[config.mk]
export PLATFORM = sky130hd
export DESIGN_NAME = axis_reader_top
export DESIGN_NICKNAME = d
export VERILOG_FILES = /design/src/hdl/axis_reader_pkg.sv /design/src/hdl/input_buffer.sv /design/src/hdl/output_buffer.sv /design/src/hdl/stream_fifo.sv /design/src/hdl/axi_axis_reader.sv /design/src/hdl/axis_reader_top.sv
export SDC_FILE = /design/constraint.sdc
export NUM_CORES = 1
export LEC_CHECK = 0
export BUFFER_PORTS_ARGS = -buffer_cell sky130_fd_sc_hd__buf_2
export CAP_MARGIN = 10
export CORE_ASPECT_RATIO = 1.5
export CORE_MARGIN = 4
export CORE_UTILIZATION = 30
export CTS_BUF_LIST = sky130_fd_sc_hd__clkbuf_16
export CTS_CLUSTER_SIZE = 10
export DETAILED_ROUTE_END_ITERATION = 8
export GPL_ROUTABILITY_DRIVEN = 0
export PLACE_DENSITY_LB_ADDON = 0.12
export SETUP_SLACK_MARGIN = 0.4
export SLEW_MARGIN = 40
export SYNTH_ARGS = -nofsm -noshare
export SYNTH_HDL_FRONTEND = slang
export SYNTH_SLANG_ARGS = --single-unit
[constraint.sdc]
create_clock -name aclk -period 7.9 [get_ports aclk]
set_input_delay 1.58 -clock aclk [delete_from_list [all_inputs] [get_ports aclk]]
set_output_delay 1.58 -clock aclk [all_outputs]
set_load 0.01 [all_outputs]
[src/hdl/axis_reader_pkg.sv]
package axis_reader_pkg;

  // Datapath widths
  localparam int DATA_W     = 32;
  localparam int ADDR_W     = 16;

  // Stream FIFO geometry
  localparam int FIFO_DEPTH = 16;
  localparam int PTR_W      = 4;   // Index into FIFO_DEPTH entries
  localparam int LEVEL_W    = 5;   // Holds 0 to FIFO_DEPTH

  // Register map, byte offsets
  localparam logic [ADDR_W-1:0] OFS_DATA  = 16'h0000;  // Pops one stream word
  localparam logic [ADDR_W-1:0] OFS_LEVEL = 16'h0004;  // FIFO fill level

  // Decoded read operation
  typedef enum logic [1:0] {
    RD_DATA  = 2'd0,
    RD_LEVEL = 2'd1,
    RD_BAD   = 2'd2
  } rd_kind_e;

  // AXI response code
  typedef enum logic [1:0] {
    RESP_OKAY   = 2'd0,
    RESP_SLVERR = 2'd2
  } resp_e;

  // Read request as carried through the pipeline
  typedef struct packed {
    logic [ADDR_W-1:0] addr;
  } rd_req_t;

  // Read response, unpacked onto the R channel at the end
  typedef struct packed {
    logic [DATA_W-1:0] data;
    resp_e             resp;
  } rd_rsp_t;

endpackage

[src/hdl/input_buffer.sv]
`timescale 1ns/10ps

module input_buffer
  import axis_reader_pkg::*;
(
  input  logic    aclk,
  input  logic    arst_n,
  input  logic    in_valid,
  output logic    in_ready,
  input  rd_req_t in_req,
  output logic    out_valid,
  input  logic    out_ready,
  output rd_req_t out_req
);

  logic    live;   // Low only in the first cycle after reset
  logic    full;
  logic    load;
  rd_req_t entry;

  // Take a new request when empty or when the held one leaves now
  assign in_ready  = live & (~full | out_ready);
  assign load      = in_valid & in_ready;
  assign out_valid = full;
  assign out_req   = entry;

  always_ff @(posedge aclk or negedge arst_n) begin
    if (!arst_n) begin
      live <= 1'b0;
      full <= 1'b0;
    end else begin
      live <= 1'b1;
      full <= load | (full & ~out_ready);
    end
  end

  always_ff @(posedge aclk) begin
    if (load) begin
      entry <= in_req;
    end
  end

  // Downstream sees a steady request for as long as it stalls
  req_stable_a: assert property (
    @(posedge aclk) disable iff (!arst_n)
    out_valid && !out_ready |=> $stable(out_req)
  ) else $error("input_buffer: out_req changed under stall");

endmodule

[src/hdl/output_buffer.sv]
`timescale 1ns/10ps

module output_buffer
  import axis_reader_pkg::*;
(
  input  logic    aclk,
  input  logic    arst_n,
  input  logic    in_valid,
  output logic    in_ready,
  input  rd_rsp_t in_rsp,
  output logic    out_valid,
  input  logic    out_ready,
  output rd_rsp_t out_rsp
);

  logic    live;   // Holds ready low for one cycle out of reset
  logic    full;
  logic    load;
  rd_rsp_t entry;

  // Free slot, or the R beat completes on this edge
  assign in_ready  = live & (~full | out_ready);
  assign load      = in_valid & in_ready;
  assign out_valid = full;
  assign out_rsp   = entry;

  always_ff @(posedge aclk or negedge arst_n) begin
    if (!arst_n) begin
      live <= 1'b0;
      full <= 1'b0;
    end else begin
      live <= 1'b1;
      full <= load | (full & ~out_ready);
    end
  end

  always_ff @(posedge aclk) begin
    if (load) begin
      entry <= in_rsp;
    end
  end

  // R channel rules: rvalid and its payload hold until rready
  rsp_stable_a: assert property (
    @(posedge aclk) disable iff (!arst_n)
    out_valid && !out_ready |=> out_valid && $stable(out_rsp)
  ) else $error("output_buffer: response changed before rready");

  // Every response leaves with a legal AXI code
  rsp_code_a: assert property (
    @(posedge aclk) disable iff (!arst_n)
    out_valid |-> out_rsp.resp inside {RESP_OKAY, RESP_SLVERR}
  ) else $error("output_buffer: unexpected response code");

endmodule

[src/hdl/stream_fifo.sv]
`timescale 1ns/10ps

module stream_fifo
  import axis_reader_pkg::*;
(
  input  logic               aclk,
  input  logic               arst_n,
  input  logic [DATA_W-1:0]  s_axis_tdata,
  input  logic               s_axis_tvalid,
  output logic               s_axis_tready,
  input  logic               pop,
  output logic [DATA_W-1:0]  head_data,
  output logic               head_valid,
  output logic [LEVEL_W-1:0] level
);

  logic [DATA_W-1:0]  mem [FIFO_DEPTH];
  logic [PTR_W-1:0]   wr_ptr;
  logic [PTR_W-1:0]   rd_ptr;
  logic [LEVEL_W-1:0] count;
  logic               live;
  logic               push;

  assign s_axis_tready = live & (count != LEVEL_W'(FIFO_DEPTH));  // Low when full
  assign push          = s_axis_tvalid & s_axis_tready;

  assign head_data  = mem[rd_ptr];
  assign head_valid = (count != '0);
  assign level      = count;

  always_ff @(posedge aclk or negedge arst_n) begin
    if (!arst_n) begin
      live   <= 1'b0;
      wr_ptr <= '0;
      rd_ptr <= '0;
      count  <= '0;
    end else begin
      live <= 1'b1;
      if (push) begin
        wr_ptr <= wr_ptr + 1'b1;  // Wraps at FIFO_DEPTH
      end
      if (pop) begin
        rd_ptr <= rd_ptr + 1'b1;
      end
      // Simultaneous push and pop leave the count alone
      case ({push, pop})
        2'b10:   count <= count + 1'b1;
        2'b01:   count <= count - 1'b1;
        default: count <= count;
      endcase
    end
  end

  // Storage
  always_ff @(posedge aclk) begin
    if (push) begin
      mem[wr_ptr] <= s_axis_tdata;
    end
  end

  level_max_a: assert property (
    @(posedge aclk) disable iff (!arst_n)
    level <= LEVEL_W'(FIFO_DEPTH)
  ) else $error("stream_fifo: level above FIFO_DEPTH");

endmodule

[src/hdl/axi_axis_reader.sv]
`timescale 1ns/10ps

module axi_axis_reader
  import axis_reader_pkg::*;
(
  input  logic               aclk,
  input  logic               arst_n,
  input  logic               req_valid,
  output logic               req_ready,
  input  rd_req_t            req,
  output logic               rsp_valid,
  input  logic               rsp_ready,
  output rd_rsp_t            rsp,
  input  logic [DATA_W-1:0]  head_data,
  input  logic               head_valid,
  input  logic [LEVEL_W-1:0] level,
  output logic               pop
);

  rd_kind_e kind;
  logic     xfer;

  // Offset decode
  always_comb begin
    case (req.addr)
      OFS_DATA:  kind = RD_DATA;
      OFS_LEVEL: kind = RD_LEVEL;
      default:   kind = RD_BAD;
    endcase
  end

  // Request and response move together, so stall passes straight back
  assign rsp_valid = req_valid;
  assign req_ready = rsp_ready;
  assign xfer      = req_valid & rsp_ready;

  // An empty FIFO yields zero and is left untouched
  assign pop = xfer & (kind == RD_DATA) & head_valid;

  always_comb begin
    rsp.data = '0;
    rsp.resp = RESP_OKAY;
    case (kind)
      RD_DATA: begin
        if (head_valid) begin
          rsp.data = head_data;
        end
      end
      RD_LEVEL: rsp.data = {{(DATA_W-LEVEL_W){1'b0}}, level};
      default:  rsp.resp = RESP_SLVERR;
    endcase
  end

  pop_nonempty_a: assert property (
    @(posedge aclk) disable iff (!arst_n)
    pop |-> head_valid
  ) else $error("axi_axis_reader: pop from empty FIFO");

endmodule

[src/hdl/axis_reader_top.sv]
`timescale 1ns/10ps

module axis_reader_top
  import axis_reader_pkg::*;
(
  input  logic              aclk,
  input  logic              arst_n,
  // AXI-Stream input
  input  logic [DATA_W-1:0] s_axis_tdata,
  input  logic              s_axis_tvalid,
  output logic              s_axis_tready,
  // AXI4-Lite read channels
  input  logic [ADDR_W-1:0] s_axi_araddr,
  input  logic              s_axi_arvalid,
  output logic              s_axi_arready,
  output logic [DATA_W-1:0] s_axi_rdata,
  output resp_e             s_axi_rresp,
  output logic              s_axi_rvalid,
  input  logic              s_axi_rready
);

  rd_req_t            ar_req;
  rd_req_t            req;
  logic               req_valid;
  logic               req_ready;
  rd_rsp_t            rsp;
  logic               rsp_valid;
  logic               rsp_ready;
  rd_rsp_t            r_rsp;
  logic               pop;
  logic [DATA_W-1:0]  head_data;
  logic               head_valid;
  logic [LEVEL_W-1:0] level;

  assign ar_req.addr = s_axi_araddr;
  assign s_axi_rdata = r_rsp.data;
  assign s_axi_rresp = r_rsp.resp;

  stream_fifo u_stream_fifo (
    .aclk          (aclk),
    .arst_n        (arst_n),
    .s_axis_tdata  (s_axis_tdata),
    .s_axis_tvalid (s_axis_tvalid),
    .s_axis_tready (s_axis_tready),
    .pop           (pop),
    .head_data     (head_data),
    .head_valid    (head_valid),
    .level         (level)
  );

  input_buffer u_input_buffer (
    .aclk      (aclk),
    .arst_n    (arst_n),
    .in_valid  (s_axi_arvalid),
    .in_ready  (s_axi_arready),
    .in_req    (ar_req),
    .out_valid (req_valid),
    .out_ready (req_ready),
    .out_req   (req)
  );

  axi_axis_reader u_axi_axis_reader (
    .aclk       (aclk),
    .arst_n     (arst_n),
    .req_valid  (req_valid),
    .req_ready  (req_ready),
    .req        (req),
    .rsp_valid  (rsp_valid),
    .rsp_ready  (rsp_ready),
    .rsp        (rsp),
    .head_data  (head_data),
    .head_valid (head_valid),
    .level      (level),
    .pop        (pop)
  );

  output_buffer u_output_buffer (
    .aclk      (aclk),
    .arst_n    (arst_n),
    .in_valid  (rsp_valid),
    .in_ready  (rsp_ready),
    .in_rsp    (rsp),
    .out_valid (s_axi_rvalid),
    .out_ready (s_axi_rready),
    .out_rsp   (r_rsp)
  );

endmodule

==> results.yml <==
status:
  status: "finished clean"
power:
  clkPwrFrac: 0.413
  seq_power_share: 0.533
  ir_drop_mv: 0.130
  p_comb_frac: 0.053
  p_leak_nw: 7.92
  p_per_area_nw_per_um2: 264
  netSwitchingPower_mw: 1.54
  netSwitchingFraction: 0.228
  internal_power_mw: 5.23
worst_setup_path:
  timing.rr.start: "u_input_buffer.out_req[5]"
  path_buf_inv: 2
  crit_required_ns: 6.32
  endpoint: "s_axi_arready"
  worstSetupPathType: "input pin to output pin"
  crit_top_cell: "buf_2"
  cp-end-kind: "output pin"
  setup.worst_path.start_class: "input pin"
  worstRegToRegCells: 11
  cp_top_family: "buffers and inverters"
  worst_r2r_endpoint: "u_stream_fifo.level[4]"
  cp_max_fo: 4
  path_depth: 4
  crit_slowest_cell: "o21a_1"
  reg2reg_slack_ns: 4.39
  worst_path_largest_cell_delay_ns: 0.19
  arrival_ns: 2.18
  critical_path.cell_chain: "buf_2 > nand2b_1 > o21a_1 > buf_2"
  cp-startpoint: "s_axi_rready"
detailed_routing:
  routed_via_density: 4.87
  drtIter0Drc: 655
  firstDrtPassIters: 4
  routedWlPerCell_microns: 26.0
  wirelength_microns: 53400
  vias: 9979
  drc: 0
  antenna_left: 0
clock_network:
  clk_latency_ns: 0.61
  cts_buffers: 68
  cts_sinks: 577
  path_clk_slew_ns: 0.05
  htree_levels: 3
  cts_tree: "built"
  root_buffer: "clkbuf_16"
  clock_tree.buffer_depth: 3
  cts_setup_buffers: 0
  ctsResizeCount: 0
  cts_hold_buf: 0
floorplanning:
  io_pins: 90
  start_util: 0.303
  die_w_microns: 229
  row_count: 121
  core_area_sq_um: 72500
  die_area_sq_um: 77700
  die_height_microns: 339
sta:
  timing.final.crit_period_ns: 3.76
  hold_viol: 0
  fin_skew_ns: 0.0169
  relSlewSlack: 0.467
  setup_viol: 0
  whs_ns: 0.489
  rsz0062_at_grt: "no"
  tightestPinTransition_ns: 0.792
  timing.final.crit_share: 0.475
  fmax_mhz: 266
  tns_ns: 0
  maxSlewViolCount: 0
worst_hold_path:
  hold_class: "register to register"
  hold_depth: 1
global_routing:
  antenna_found_initial: 2
  grt_max_degree: 84
  grt_usage: 0.137
  overflow: 0
  grt_pass1_vias: 10903
  grt_pass1_wl_microns: 77700
layout:
  fin_nets: 1160
  layout_commonest_cell: "edfxtp_1"
  layout_common_cells: "edfxtp_1, mux4_2, buf_2, clkbuf_16, mux2i_1"
  drive_gt1_frac: 0.311
  area_delta_synth_final_pct: 16.5
logic_synthesis:
  synth_edf_count: 561
  ys.flop_type: "edfxtp_1"
  postSynthCellCount: 965
  ys_seq_elements: 577
  async_flop_share: 0.0277
  synth_top_area_cell: "edfxtp_1"
  yosysSeqAreaShare: 0.785
  yosys-top-cells-area: "edfxtp_1, mux4_2, mux2i_1"
  synth.avg_cell_area_sq_um: 22.8
  synth_top_area_frac: 0.767
  synth_cell_type_count: 44
  synth_nets: 1027
  ys_warn_count: 0
  synthesis.area_sq_um: 22000
flow_run:
  drv_cap: 0
placement:
  dp_hpwl_microns: 29500
  port_buffers: 88
-- logic make-up after synthesis --
| group | synth area share |
|---|---|
| buffers and inverters | 0.0141 |
| DFF | 0.785 |
| muxes | 0.159 |
| adders and majority gates | 0.00513 |
| xor gates and xnor gates | 0.00478 |
| and+or+nand+nor | 0.0152 |
| AOI/OAI and AO/OA | 0.0162 |
| other | 0.000342 |
-- worst min path at each step --
stage / startpoint / end
5_1_grt: u_stream_fifo.rd_ptr[3] / u_stream_fifo.rd_ptr[3]
4_1_cts: u_stream_fifo.rd_ptr[3] / u_stream_fifo.rd_ptr[3]
3_5_place_dp: u_stream_fifo.rd_ptr[3] / u_stream_fifo.rd_ptr[3]
2_1_floorplan: u_stream_fifo.rd_ptr[3] / u_stream_fifo.rd_ptr[3]
3_3_place_gp: u_stream_fifo.rd_ptr[3] / u_stream_fifo.rd_ptr[3]
6_report: u_stream_fifo.rd_ptr[3] / u_stream_fifo.rd_ptr[3]
-- synth_stat cells (3+ instances only) --
cell type	count
nor2b_1	6
nand2_1	8
o21a_1	3
buf_2	26
buf_6	5
nor4_1	6
mux2i_1	59
mux4_2	128
nor2_1	17
clkbuf_1	19
o22ai_1	26
o21ai_0	3
nor3_1	5
buf_1	4
nand3_1	6
inv_1	6
edfxtp_1	561
nand2b_1	5
dfrtp_1	16
xor2_1	7
ha_1	9
xnor2_1	5
o221ai_1	3
a21oi_1	7
-- final cells by class --
type	count	area, sq um
Clock inverter	31	223
Antenna cell	1	2.50
Tap cell	922	1150
Clock buffer	68	1700
Sequential cell	577	17300
Timing Repair Buffer	118	702
Inverter	7	28.8
Multi-Input combinational cell	326	4520
Fill cell	6700	46900
-- per-layer routing --
layer  part of all wire  track usage  vias up  wire (microns)
met2               0.51        0.235      194           27400
li1                   -            -     4303               -
met5            0.00024            0        -              13
met4              0.018       0.0409        2             944
met3              0.042       0.0279       65            2250
met1               0.43        0.176     5415           22800
-- power groups by stage --
stage | sequential, mW | combinational (mW) | clock (mW)
floorplan | 3.64 | 0.195 | 0
detailed placement | 3.67 | 0.377 | 0
global placement | 3.67 | 0.374 | 0
global route | 3.62 | 0.399 | 3.02
CTS | 3.61 | 0.377 | 2.91
finish | 3.61 | 0.361 | 2.80
-- per-stage QoR --
| step | area (sq um) | utilization | power (mW) | worst slack (ns) | instances |
|---|---|---|---|---|---|
| 2_1_floorplan | 22000 | - | 3.83 | 3.09 | 965 |
| 3_3_place_gp | 23600 | 0.326 | 4.04 | 3.62 | 1949 |
| 3_5_place_dp | 23600 | 0.326 | 4.05 | 3.57 | 1949 |
| 4_1_cts | 25600 | 0.352 | 6.89 | 4.14 | 2048 |
| 5_1_grt | 25600 | 0.353 | 7.04 | 4.01 | 2049 |
| 6_report | 25600 | 0.353 | 6.77 | 4.14 | 2050 |
-- worst register-to-register path: stages (launching register included) --
cell and delay, ns:
edfxtp_1 0.35, nor4_1 0.38, and4_1 0.50, inv_4 0.08, nor4_1 0.67, ha_1 0.47, xor2_1 0.12, ha_1 0.23
o21a_1 0.17, o21ai_0 0.15, a22oi_1 0.13, xnor2_1 0.13
-- flip-flops by register name, indices dropped and copies added, names as in the netlist --
signal / cells
u_output_buffer.out_rsp: 33
u_stream_fifo.level: 5
u_stream_fifo.wr_ptr: 4
u_input_buffer.out_valid: 1
u_stream_fifo.mem: 512
u_input_buffer.out_req: 16
u_output_buffer.live: 1
u_stream_fifo.rd_ptr: 4
u_output_buffer.out_valid: 1
Power figures use the tool's default switching activity.
